==> config.mk <==
export PLATFORM = sky130hd
export DESIGN_NAME = sram_sys
export DESIGN_NICKNAME = d
export VERILOG_FILES = /design/src/sram_pkg.sv /design/src/sram_pad_if.sv /design/src/sram_bank_io.sv /design/src/sram_ctrl.sv /design/src/sram_rd_merge.sv /design/src/sram_sys.sv
export SDC_FILE = /design/constraint.sdc
export NUM_CORES = 1
export LEC_CHECK = 0
export BUFFER_PORTS_ARGS = -buffer_cell sky130_fd_sc_hd__buf_2
export CAP_MARGIN = 10
export CORE_MARGIN = 8
export CORE_UTILIZATION = 51
export DETAILED_ROUTE_END_ITERATION = 12
export PLACE_DENSITY = 0.78
export SKIP_LAST_GASP = 1
export SYNTH_ARGS = -nofsm -noshare
export SYNTH_HDL_FRONTEND = slang
export SYNTH_SLANG_ARGS = --single-unit
==> constraint.sdc <==
create_clock -name clk -period 1.9 [get_ports clk]
set_input_delay 0.38 -clock clk [delete_from_list [all_inputs] [get_ports clk]]
set_output_delay 0.38 -clock clk [all_outputs]
set_load 0.1 [all_outputs]
==> src/sram_pkg.sv <==
`default_nettype none

// shared sizes and timing for the sram subsystem
package sram_pkg;

  // one chip, 16-bit word
  localparam int DEFAULT_DATA_WIDTH = 16;

  // one chip, 256 words
  localparam int DEFAULT_ADDR_WIDTH = 8;

  // chips on the board
  localparam int DEFAULT_NUM_BANKS = 4;

  // length of one chip access in the sequencer
  // busy covers exactly this many cycles
  localparam int OP_CYCLES = 3;

  // accepting edge to user rd_valid
  // ctrl 0, pin regs 1, oe falling reg 0.5,
  // capture and tag pipe 3.5, merge reg 1
  localparam int RD_LATENCY = 6;

endpackage

`default_nettype wire

==> src/sram_pad_if.sv <==
`timescale 1ns/1ps
`default_nettype none

// one bank's command bundle, sequencer to pad stage
// levels are at core timing here, the pad stage adds the pin delays
interface sram_pad_if #(
  parameter int DATA_WIDTH = sram_pkg::DEFAULT_DATA_WIDTH,
  parameter int ADDR_WIDTH = sram_pkg::DEFAULT_ADDR_WIDTH
);

  // chip address, broadcast to all banks
  logic [ADDR_WIDTH-1:0] addr;

  // data pin out-enable, only on a selected write
  logic                  wr_en;
  logic [DATA_WIDTH-1:0] wr_data;

  // active low chip strobes, high when deselected
  logic                  ce_n;
  logic                  we_n;
  logic                  oe_n;

  modport ctrl (
    output addr, wr_en, wr_data, ce_n, we_n, oe_n
  );

  modport io (
    input addr, wr_en, wr_data, ce_n, we_n, oe_n
  );

endinterface

`default_nettype wire

==> src/sram_bank_io.sv <==
`timescale 1ns/1ps
`default_nettype none

// pin stage for one chip
// addr, ce and data out leave on the rising edge,
// we and oe get another half cycle through a falling-edge register
module sram_bank_io #(
  parameter int DATA_WIDTH = sram_pkg::DEFAULT_DATA_WIDTH,
  parameter int ADDR_WIDTH = sram_pkg::DEFAULT_ADDR_WIDTH
) (
  input  logic                  clk,
  input  logic                  rst_n,
  input  logic [DATA_WIDTH-1:0] sram_dq_in,

  sram_pad_if.io                pad,

  output logic                  bank_rd_valid,
  output logic [DATA_WIDTH-1:0] bank_rd_data,
  output logic [ADDR_WIDTH-1:0] sram_addr,
  output logic                  sram_ce_n,
  output logic                  sram_we_n,
  output logic                  sram_oe_n,
  output logic [DATA_WIDTH-1:0] sram_dq_out,
  output logic                  sram_dq_oe
);

  logic                  we_n_p1;
  logic                  oe_n_p1;
  logic                  oe_q;
  logic                  oe_qq;
  logic                  rd_start;
  logic [1:0]            rd_tag;
  logic [DATA_WIDTH-1:0] rd_hold;

  // rising-edge pin registers
  always_ff @(posedge clk) begin
    if (!rst_n) begin
      sram_ce_n  <= 1'b1;
      sram_dq_oe <= 1'b0;
      we_n_p1    <= 1'b1;
      oe_n_p1    <= 1'b1;
    end else begin
      sram_ce_n  <= pad.ce_n;
      sram_dq_oe <= pad.wr_en;
      we_n_p1    <= pad.we_n;
      oe_n_p1    <= pad.oe_n;
    end
  end

  always_ff @(posedge clk) begin
    sram_addr   <= pad.addr;
    sram_dq_out <= pad.wr_data;
  end

  // second half of the we/oe delay
  // pulses land half a cycle inside the ce window
  always_ff @(negedge clk) begin
    if (!rst_n) begin
      sram_we_n <= 1'b1;
      sram_oe_n <= 1'b1;
    end else begin
      sram_we_n <= we_n_p1;
      sram_oe_n <= oe_n_p1;
    end
  end

  // oe pin back in the rising domain, non-inverted
  // first cycle of a read window starts the capture
  assign rd_start = oe_q && !oe_qq;

  always_ff @(posedge clk) begin
    if (!rst_n) begin
      oe_q          <= 1'b0;
      oe_qq         <= 1'b0;
      rd_tag        <= '0;
      bank_rd_valid <= 1'b0;
    end else begin
      oe_q          <= !sram_oe_n;
      oe_qq         <= oe_q;
      rd_tag        <= {rd_tag[0], rd_start};
      bank_rd_valid <= rd_tag[1];
    end
  end

  // sample 1.5 cycles into oe, well before ce goes back high
  // then hold until the tag has walked down the pipe
  always_ff @(posedge clk) begin
    if (rd_start) begin
      rd_hold <= sram_dq_in;
    end
    if (rd_tag[1]) begin
      bank_rd_data <= rd_hold;
    end
  end

  // chip must never see a read and a write strobe at once
  a_oe_we_excl : assert property (
    @(posedge clk) disable iff (!rst_n)
    sram_oe_n || sram_we_n
  );

endmodule

`default_nettype wire

==> src/sram_ctrl.sv <==
`timescale 1ns/1ps
`default_nettype none

// access sequencer
// takes one user strobe at a time, picks the bank from the top address bits
// and shapes that bank's strobes over a fixed OP_CYCLES window
module sram_ctrl #(
  parameter int DATA_WIDTH = sram_pkg::DEFAULT_DATA_WIDTH,
  parameter int ADDR_WIDTH = sram_pkg::DEFAULT_ADDR_WIDTH,
  parameter int NUM_BANKS  = sram_pkg::DEFAULT_NUM_BANKS
) (
  input  logic                                  clk,
  input  logic                                  rst_n,
  input  logic                                  req_valid,
  input  logic                                  req_wr,
  input  logic [ADDR_WIDTH+$clog2(NUM_BANKS)-1:0] req_addr,
  input  logic [DATA_WIDTH-1:0]                 req_wdata,
  // user read return, watched for the latency check only
  input  logic                                  rd_valid,
  output logic                                  busy,
  sram_pad_if.ctrl                              pad [NUM_BANKS]
);

  localparam int BANK_W   = $clog2(NUM_BANKS);
  localparam int CNT_W    = $clog2(sram_pkg::OP_CYCLES + 1);
  // we_n pulse sits in the middle of the window
  localparam int WE_PHASE = sram_pkg::OP_CYCLES / 2;
  localparam int LAST_PH  = sram_pkg::OP_CYCLES - 1;

  logic                  accept;
  logic                  rd_accept;
  logic [CNT_W-1:0]      phase;
  logic                  op_wr;
  logic [BANK_W-1:0]     op_bank;
  logic [ADDR_WIDTH-1:0] op_addr;
  logic [DATA_WIDTH-1:0] op_wdata;

  // strobe is only legal with busy low
  assign accept    = req_valid && !busy;
  assign rd_accept = accept && !req_wr;

  // window control
  // busy rises on the accepting edge, falls OP_CYCLES edges later
  always_ff @(posedge clk) begin
    if (!rst_n) begin
      busy  <= 1'b0;
      phase <= '0;
    end else if (accept) begin
      busy  <= 1'b1;
      phase <= '0;
    end else if (busy) begin
      if (phase == CNT_W'(LAST_PH)) begin
        busy <= 1'b0;
      end else begin
        phase <= phase + 1'b1;
      end
    end
  end

  // request latch
  // held for the whole window so addr and data are stable at the pins
  always_ff @(posedge clk) begin
    if (accept) begin
      op_wr              <= req_wr;
      {op_bank, op_addr} <= req_addr;
      op_wdata           <= req_wdata;
    end
  end

  // per-bank strobe shaping
  // only the decoded bank sees any low level
  for (genvar b = 0; b < NUM_BANKS; b++) begin : g_bank
    logic sel;

    assign sel = busy && (op_bank == BANK_W'(b));

    assign pad[b].addr    = op_addr;
    assign pad[b].wr_data = op_wdata;
    assign pad[b].ce_n    = !sel;
    // reads keep oe low over the full window
    assign pad[b].oe_n    = !(sel && !op_wr);
    // data pins driven for the full write window
    assign pad[b].wr_en   = sel && op_wr;
    // single-cycle we pulse, addr and data settled on both sides
    assign pad[b].we_n    = !(sel && op_wr && (phase == CNT_W'(WE_PHASE)));
  end

  // user must wait for busy low
  a_no_req_busy : assert property (
    @(posedge clk) disable iff (!rst_n)
    busy |-> !req_valid
  );

  // end to end read latency through pad stage and merger
  // rd_valid is set on the RD_LATENCY-th edge and sampled one edge later
  a_rd_latency : assert property (
    @(posedge clk) disable iff (!rst_n)
    $past(rd_accept, sram_pkg::RD_LATENCY) |=> rd_valid
  );

endmodule

`default_nettype wire

==> src/sram_rd_merge.sv <==
`timescale 1ns/1ps
`default_nettype none

// read return merger
// at most one bank returns per cycle, its word goes out on one port
module sram_rd_merge #(
  parameter int DATA_WIDTH = sram_pkg::DEFAULT_DATA_WIDTH,
  parameter int NUM_BANKS  = sram_pkg::DEFAULT_NUM_BANKS
) (
  input  logic                                clk,
  input  logic                                rst_n,
  input  logic [NUM_BANKS-1:0]                bank_rd_valid,
  input  logic [NUM_BANKS-1:0][DATA_WIDTH-1:0] bank_rd_data,
  output logic                                rd_valid,
  output logic [DATA_WIDTH-1:0]               rd_data
);

  logic [DATA_WIDTH-1:0] sel_data;

  // and-or select, valid is one-hot
  always_comb begin
    sel_data = '0;
    for (int b = 0; b < NUM_BANKS; b++) begin
      if (bank_rd_valid[b]) begin
        sel_data = sel_data | bank_rd_data[b];
      end
    end
  end

  // single pulse per returned word
  always_ff @(posedge clk) begin
    if (!rst_n) begin
      rd_valid <= 1'b0;
    end else begin
      rd_valid <= |bank_rd_valid;
    end
  end

  // word holds until the next return
  always_ff @(posedge clk) begin
    if (|bank_rd_valid) begin
      rd_data <= sel_data;
    end
  end

  // one access in flight, so banks never return together
  a_onehot_ret : assert property (
    @(posedge clk) disable iff (!rst_n)
    $onehot0(bank_rd_valid)
  );

endmodule

`default_nettype wire

==> src/sram_sys.sv <==
`timescale 1ns/1ps
`default_nettype none

// multi-bank async sram subsystem, top level
// user strobe side and packed per-bank pins
module sram_sys #(
  parameter int DATA_WIDTH = sram_pkg::DEFAULT_DATA_WIDTH,
  parameter int ADDR_WIDTH = sram_pkg::DEFAULT_ADDR_WIDTH,
  parameter int NUM_BANKS  = sram_pkg::DEFAULT_NUM_BANKS
) (
  input  logic                                   clk,
  input  logic                                   rst_n,
  input  logic                                   req_valid,
  input  logic                                   req_wr,
  input  logic [ADDR_WIDTH+$clog2(NUM_BANKS)-1:0] req_addr,
  input  logic [DATA_WIDTH-1:0]                  req_wdata,
  input  logic [NUM_BANKS-1:0][DATA_WIDTH-1:0]   sram_dq_in,
  output logic                                   busy,
  output logic                                   rd_valid,
  output logic [DATA_WIDTH-1:0]                  rd_data,
  output logic [NUM_BANKS-1:0][ADDR_WIDTH-1:0]   sram_addr,
  output logic [NUM_BANKS-1:0]                   sram_ce_n,
  output logic [NUM_BANKS-1:0]                   sram_we_n,
  output logic [NUM_BANKS-1:0]                   sram_oe_n,
  output logic [NUM_BANKS-1:0][DATA_WIDTH-1:0]   sram_dq_out,
  output logic [NUM_BANKS-1:0]                   sram_dq_oe
);

  logic [NUM_BANKS-1:0]                 bank_rd_valid;
  logic [NUM_BANKS-1:0][DATA_WIDTH-1:0] bank_rd_data;

  // one command bundle per chip
  sram_pad_if #(.DATA_WIDTH(DATA_WIDTH), .ADDR_WIDTH(ADDR_WIDTH)) pad_if [NUM_BANKS] ();

  sram_ctrl #(
    .DATA_WIDTH(DATA_WIDTH),
    .ADDR_WIDTH(ADDR_WIDTH),
    .NUM_BANKS (NUM_BANKS)
  ) i_ctrl (
    .clk      (clk),
    .rst_n    (rst_n),
    .req_valid(req_valid),
    .req_wr   (req_wr),
    .req_addr (req_addr),
    .req_wdata(req_wdata),
    .rd_valid (rd_valid),
    .busy     (busy),
    .pad      (pad_if)
  );

  // identical pin stage per chip
  for (genvar b = 0; b < NUM_BANKS; b++) begin : g_io
    sram_bank_io #(
      .DATA_WIDTH(DATA_WIDTH),
      .ADDR_WIDTH(ADDR_WIDTH)
    ) i_bank_io (
      .clk          (clk),
      .rst_n        (rst_n),
      .sram_dq_in   (sram_dq_in[b]),
      .pad          (pad_if[b]),
      .bank_rd_valid(bank_rd_valid[b]),
      .bank_rd_data (bank_rd_data[b]),
      .sram_addr    (sram_addr[b]),
      .sram_ce_n    (sram_ce_n[b]),
      .sram_we_n    (sram_we_n[b]),
      .sram_oe_n    (sram_oe_n[b]),
      .sram_dq_out  (sram_dq_out[b]),
      .sram_dq_oe   (sram_dq_oe[b])
    );
  end

  sram_rd_merge #(
    .DATA_WIDTH(DATA_WIDTH),
    .NUM_BANKS (NUM_BANKS)
  ) i_rd_merge (
    .clk          (clk),
    .rst_n        (rst_n),
    .bank_rd_valid(bank_rd_valid),
    .bank_rd_data (bank_rd_data),
    .rd_valid     (rd_valid),
    .rd_data      (rd_data)
  );

endmodule

`default_nettype wire

; After elaboration in Yosys (flattened, before gate mapping)
; Cells that the tools add are included.
[word_totals]
wordCells = 123
output_inout_bits = 130
register_bits = 243
input_bits = 94
[op_classes]
eq_ne = 5
bitwise = 5
muxes = 7
n_addsub = 1
reduce_logical = 47
[op_table]
columns = cell, n
row1 = 16-bit two-way mux, 4
row2 = 16-bit OR, 3
row3 = 1-bit zero test, 22
row4 = 1-bit logical AND, 21
row5 = "2-bit equality test, second input constant", 3
row6 = "2-bit by 1-bit equality test with 1-bit output, second input constant", 2
row7 = 4-bit OR reduction, 1
row8 = 1-bit two-way mux, 3
row9 = "2-bit by 1-bit adder with 2-bit output, second input constant", 1
row10 = 2-bit zero test, 1
row11 = 1-bit inverter, 2
row12 = 2-bit AND reduction, 1
row13 = 2-bit OR reduction, 1

; Longest topological paths before layout
[logic_depth]
word_depth = 7
mapped_depth = 4
mapped_depth_nobuf = 4

; By module
; From an unflattened synthesis, not the netlist that was laid out.
[unflattened]
cells_unflattened = 541
area_unflattened_um2 = 9549.2
[modules_own_cells]
columns = mod, instances, cells_per_inst, seq_area_each_um2, area_each_um2
row1 = sram_bank_io, 4, 81, 1661.6, 1755.4
row2 = sram_ctrl, 1, 142, 870.8, 1665.3
row3 = sram_rd_merge, 1, 75, 500.5, 862.1

==> run_summary.xml <==
<?xml version="1.0" encoding="UTF-8"?>
<metrics>
  <group name="die">
    <metric name="die-width" unit="µm">142</metric>
    <metric name="initial_core_util" unit="%">51.4</metric>
    <metric name="rows" unit="">46</metric>
    <metric name="io_pins" unit="">224</metric>
    <metric name="fp.dieArea" unit="mm²">0.0200</metric>
    <metric name="fp.coreArea" unit="mm²">0.0157</metric>
    <metric name="die_h" unit="µm">142</metric>
  </group>
  <group name="place">
    <metric name="placedInstanceArea" unit="mm²">0.00894</metric>
    <metric name="pre_cts_slack" unit="ns">-0.00205</metric>
    <metric name="io_buffer_count" unit="">223</metric>
    <metric name="hpwl" unit="µm">12000</metric>
    <metric name="globalplace.congestion" unit="">0.821</metric>
  </group>
  <group name="critical_path">
    <metric name="critical_path_class" unit="">reg2out</metric>
    <metric name="path_delay_family" unit="">flip-flops</metric>
    <metric name="critical_path.max_fanout" unit="">2</metric>
    <metric name="worst_ep_arrival_time" unit="ns">2.06</metric>
    <metric name="critical_path.n_buffers_inverters" unit="">1</metric>
    <metric name="critical_path_required" unit="ns">1.52</metric>
    <metric name="r2r.worst_path.cells" unit="">1</metric>
    <metric name="critical_path_stages" unit="">1</metric>
    <metric name="worstPathCellList" unit="">buf_12</metric>
    <metric name="cp-end-kind" unit="">output pin</metric>
    <metric name="worstSetupStartpointType" unit="">flop</metric>
    <metric name="slowest_stage_cell_crit_path" unit="">sky130_fd_sc_hd__dfxtp_2</metric>
    <metric name="max_stage_delay" unit="ns">0.35</metric>
  </group>
  <group name="clock_network">
    <metric name="htree_levels" unit="">1</metric>
    <metric name="cts_tree" unit="">built</metric>
    <metric name="clkSinkCount" unit="">243</metric>
    <metric name="ctsLongestPathBuffers" unit="">3</metric>
    <metric name="cts_root_buffer" unit="">sky130_fd_sc_hd__clkbuf_16</metric>
    <metric name="cts_buffers" unit="">24</metric>
    <metric name="cts_post_setup_buffers_inserted" unit="">0</metric>
    <metric name="clkTransAtPathRegs" unit="ns">0.06</metric>
    <metric name="worst_skew_pair.late_latency" unit="ns">0.58</metric>
  </group>
  <group name="timing">
    <metric name="worst_slew_pin_slew" unit="ns">0.525</metric>
    <metric name="maxSlewViolCount" unit="">0</metric>
    <metric name="timing.final.hold_violations" unit="">0</metric>
    <metric name="setup_total_negative_slack" unit="ns">-4.11</metric>
    <metric name="fin_worst_skew" unit="ns">0.0720</metric>
    <metric name="number_of_setup_violations_in_the_final_report" unit="">8</metric>
    <metric name="rsz_0062_raised_after_global_routing" unit="">yes</metric>
    <metric name="final.hold.worst_slack" unit="ns">0.0407</metric>
    <metric name="timing.max_slew.rel_slack" unit="%">65.3</metric>
    <metric name="layout_setup_ws" unit="ns">-0.539</metric>
  </group>
  <group name="synth">
    <metric name="postSynthNetCount" unit="">559</metric>
    <metric name="post_synth_design_cell_area" unit="mm²">0.00804</metric>
    <metric name="netlist_instances" unit="">463</metric>
    <metric name="postSynthRegisterBits" unit="">243</metric>
    <metric name="syn_avg_cell_area" unit="µm²">17.4</metric>
    <metric name="post_synth_num_cell_types" unit="">26</metric>
    <metric name="yosysSeqAreaShare" unit="%">81.8</metric>
    <metric name="yosys_warnings" unit="">0</metric>
  </group>
  <group name="grt">
    <metric name="grt_pass1_wl" unit="µm">25200</metric>
    <metric name="globalRoute.totalOverflow" unit="">0</metric>
    <metric name="grt_pass1_vias" unit="">4659</metric>
    <metric name="groute.usage.overall" unit="%">16.5</metric>
    <metric name="number_of_antenna_violations_at_the_first_check_in_global_routing" unit="">6</metric>
    <metric name="grt_max_degree" unit="">32</metric>
  </group>
  <group name="routing">
    <metric name="detail_route.vias_per_cell" unit="">4.81</metric>
    <metric name="route.detailed.drc" unit="">0</metric>
    <metric name="totalWireLength" unit="µm">16700</metric>
    <metric name="drtPass1Iterations" unit="">4</metric>
    <metric name="drtAntennaViolNets" unit="">0</metric>
    <metric name="routedWlPerCell" unit="µm">19.2</metric>
    <metric name="detailroute.via_count" unit="">4173</metric>
    <metric name="drt-initial-drc-count" unit="">232</metric>
  </group>
  <group name="flow_run">
    <metric name="max_cap_viol_count" unit="">0</metric>
  </group>
  <group name="final_layout">
    <metric name="final_net_count" unit="">728</metric>
    <metric name="final_layout_size_suffix_gt1_share" unit="%">43.8</metric>
    <metric name="postLayoutCellArea" unit="mm²">0.00977</metric>
    <metric name="fill_cells" unit="">1152</metric>
    <metric name="area_growth_syn_to_layout" unit="%">21.4</metric>
  </group>
  <group name="power">
    <metric name="p_leak" unit="nW">3.92</metric>
    <metric name="p_per_area" unit="mW/mm²">1200</metric>
    <metric name="peakVddDrop" unit="mV">0.998</metric>
    <metric name="fin_total_pwr" unit="mW">11.7</metric>
  </group>
  <group name="status">
    <metric name="violations" unit="">setup timing</metric>
    <metric name="run_status" unit="">complete, but fails checks</metric>
  </group>
  <group name="hold_path">
    <metric name="hold_path_depth" unit="">1</metric>
    <metric name="worstHoldPathType" unit="">in2reg</metric>
  </group>
</metrics>
[power by group]
group          switching [mW]  internal (mW)
Clock                    1.89           2.80
Combinational            1.08          0.172
Sequential             0.0561           5.73
[cells by family (layout without fill, tap and decap cells)]
| group | count (synthesis) | count (layout) | share of synthesized area [%] |
|---|---|---|---|
| DFF | 243 | 243 | 81.8 |
| buffers and inverters | 105 | 292 | 9.15 |
| and+or+nand+nor | 78 | 78 | 5.46 |
| AOI/OAI and AO/OA | 35 | 35 | 3.31 |
| adders and majority gates | 2 | 2 | 0.311 |
| other | 0 | 1 | 0 |
[sequential cells by signal (all words and copies together), names as in the netlist, 2 cells and up]
register                      cells
g_io.i_bank_io.bank_rd_data      64
g_io.i_bank_io.bank_rd_valid      4
g_io.i_bank_io.oe_n_p1            4
g_io.i_bank_io.oe_q               4
g_io.i_bank_io.oe_qq              4
g_io.i_bank_io.rd_hold           64
g_io.i_bank_io.rd_tag             8
g_io.i_bank_io.sram_addr          8
g_io.i_bank_io.sram_ce_n          4
g_io.i_bank_io.sram_dq_oe         4
g_io.i_bank_io.sram_dq_out       16
g_io.i_bank_io.sram_oe_n          4
g_io.i_bank_io.sram_we_n          4
g_io.i_bank_io.we_n_p1            4
i_ctrl.op_bank                    2
i_ctrl.pad.addr                   8
i_ctrl.pad.wr_data               16
i_ctrl.phase                      2
i_rd_merge.rd_data               16
[Yosys cell counts (all sizes together)]
library cell | number | area share, %
nor3 | 1 | 0.062
and3b | 1 | 0.11
nand4 | 1 | 0.078
dfxtp | 72 | 18
buf | 92 | 8.5
nand3 | 6 | 0.37
a22oi | 32 | 3.0
or4 | 1 | 0.14
a21boi | 1 | 0.093
edfxtp | 171 | 64
a31o | 1 | 0.11
a41o | 1 | 0.12
clkbuf | 9 | 0.42
nor4bb | 1 | 0.12
inv | 4 | 0.19
and4 | 1 | 0.11
and2 | 18 | 1.4
nand2 | 23 | 1.1
nor2b | 12 | 0.93
ha | 2 | 0.31
nor2 | 2 | 0.093
and4bb | 1 | 0.16
nand2b | 10 | 0.78
[through the flow]
| step | utilization [%] | std cells |
|---|---|---|
| 6_report | 62.4 | 867 |
| 3_5_place_dp | 57.1 | 815 |
| 2_1_floorplan | - | 463 |
| 5_1_grt | 62.4 | 866 |
| 4_1_cts | 62.4 | 866 |
| 3_3_place_gp | 57.1 | 815 |
[metal layers]
metal / routed length, µm / GRT usage, % / share of wire [%]
met4: 275 / 4.24 / 1.6
met5: 71 / 0 / 0.43
met3: 1870 / 7.39 / 11
met2: 8460 / 29.4 / 51
met1: 6010 / 17.3 / 36
[worst paths after layout]
check,from,to,slack [ns]
worst max register to register,g_io[0].i_bank_io.sram_oe_n$_SDFF_NN1_,g_io[0].i_bank_io.oe_q$_SDFF_PN0_,0.38
worst max-delay path,g_io[0].i_bank_io.sram_oe_n$_SDFF_NN1_,sram_oe_n[0],-0.54
worst min-delay path,sram_dq_in[17],g_io[1].i_bank_io.rd_hold[1]$_DFFE_PP_,0.04
worst min register to register,i_ctrl.pad[0].wr_data[10]$_DFFE_PP_,g_io[3].i_bank_io.sram_dq_out[10]$_DFF_P_,0.34
[repair_timing]
action | 4_1_cts | 5_1_grt
pin swaps | 0 | 0
resized for setup | 8 | 0
setup endpoints to repair | 8 | 8
hold buffers | 0 | 0
[final cells by class]
| cell class | count | area (µm²) | area share [%] |
|---|---|---|---|
| inverter | 3 | 11.3 | 0.115 |
| sequential | 243 | 6590 | 67.4 |
| clock inverter | 15 | 131 | 1.35 |
| clock buffer | 37 | 689 | 7.06 |
| timing repair buffer | 237 | 1340 | 13.7 |
| antenna | 1 | 2.50 | 0.0256 |
| multi-input combinational | 115 | 733 | 7.51 |
| tap | 216 | 270 | 2.77 |
[cell usage in the layout (no fill, tap or decap), drive strengths merged, types with 4 or more instances in the layout]
master,instances
clkbuf,37
edfxtp,171
nor2b,12
a22oi,32
inv,11
nand2b,10
nand3,6
buf,237
and2,18
nand2,23
dfxtp,72
clkinv,4
Note: power is estimated with default switching activity, not from simulation.
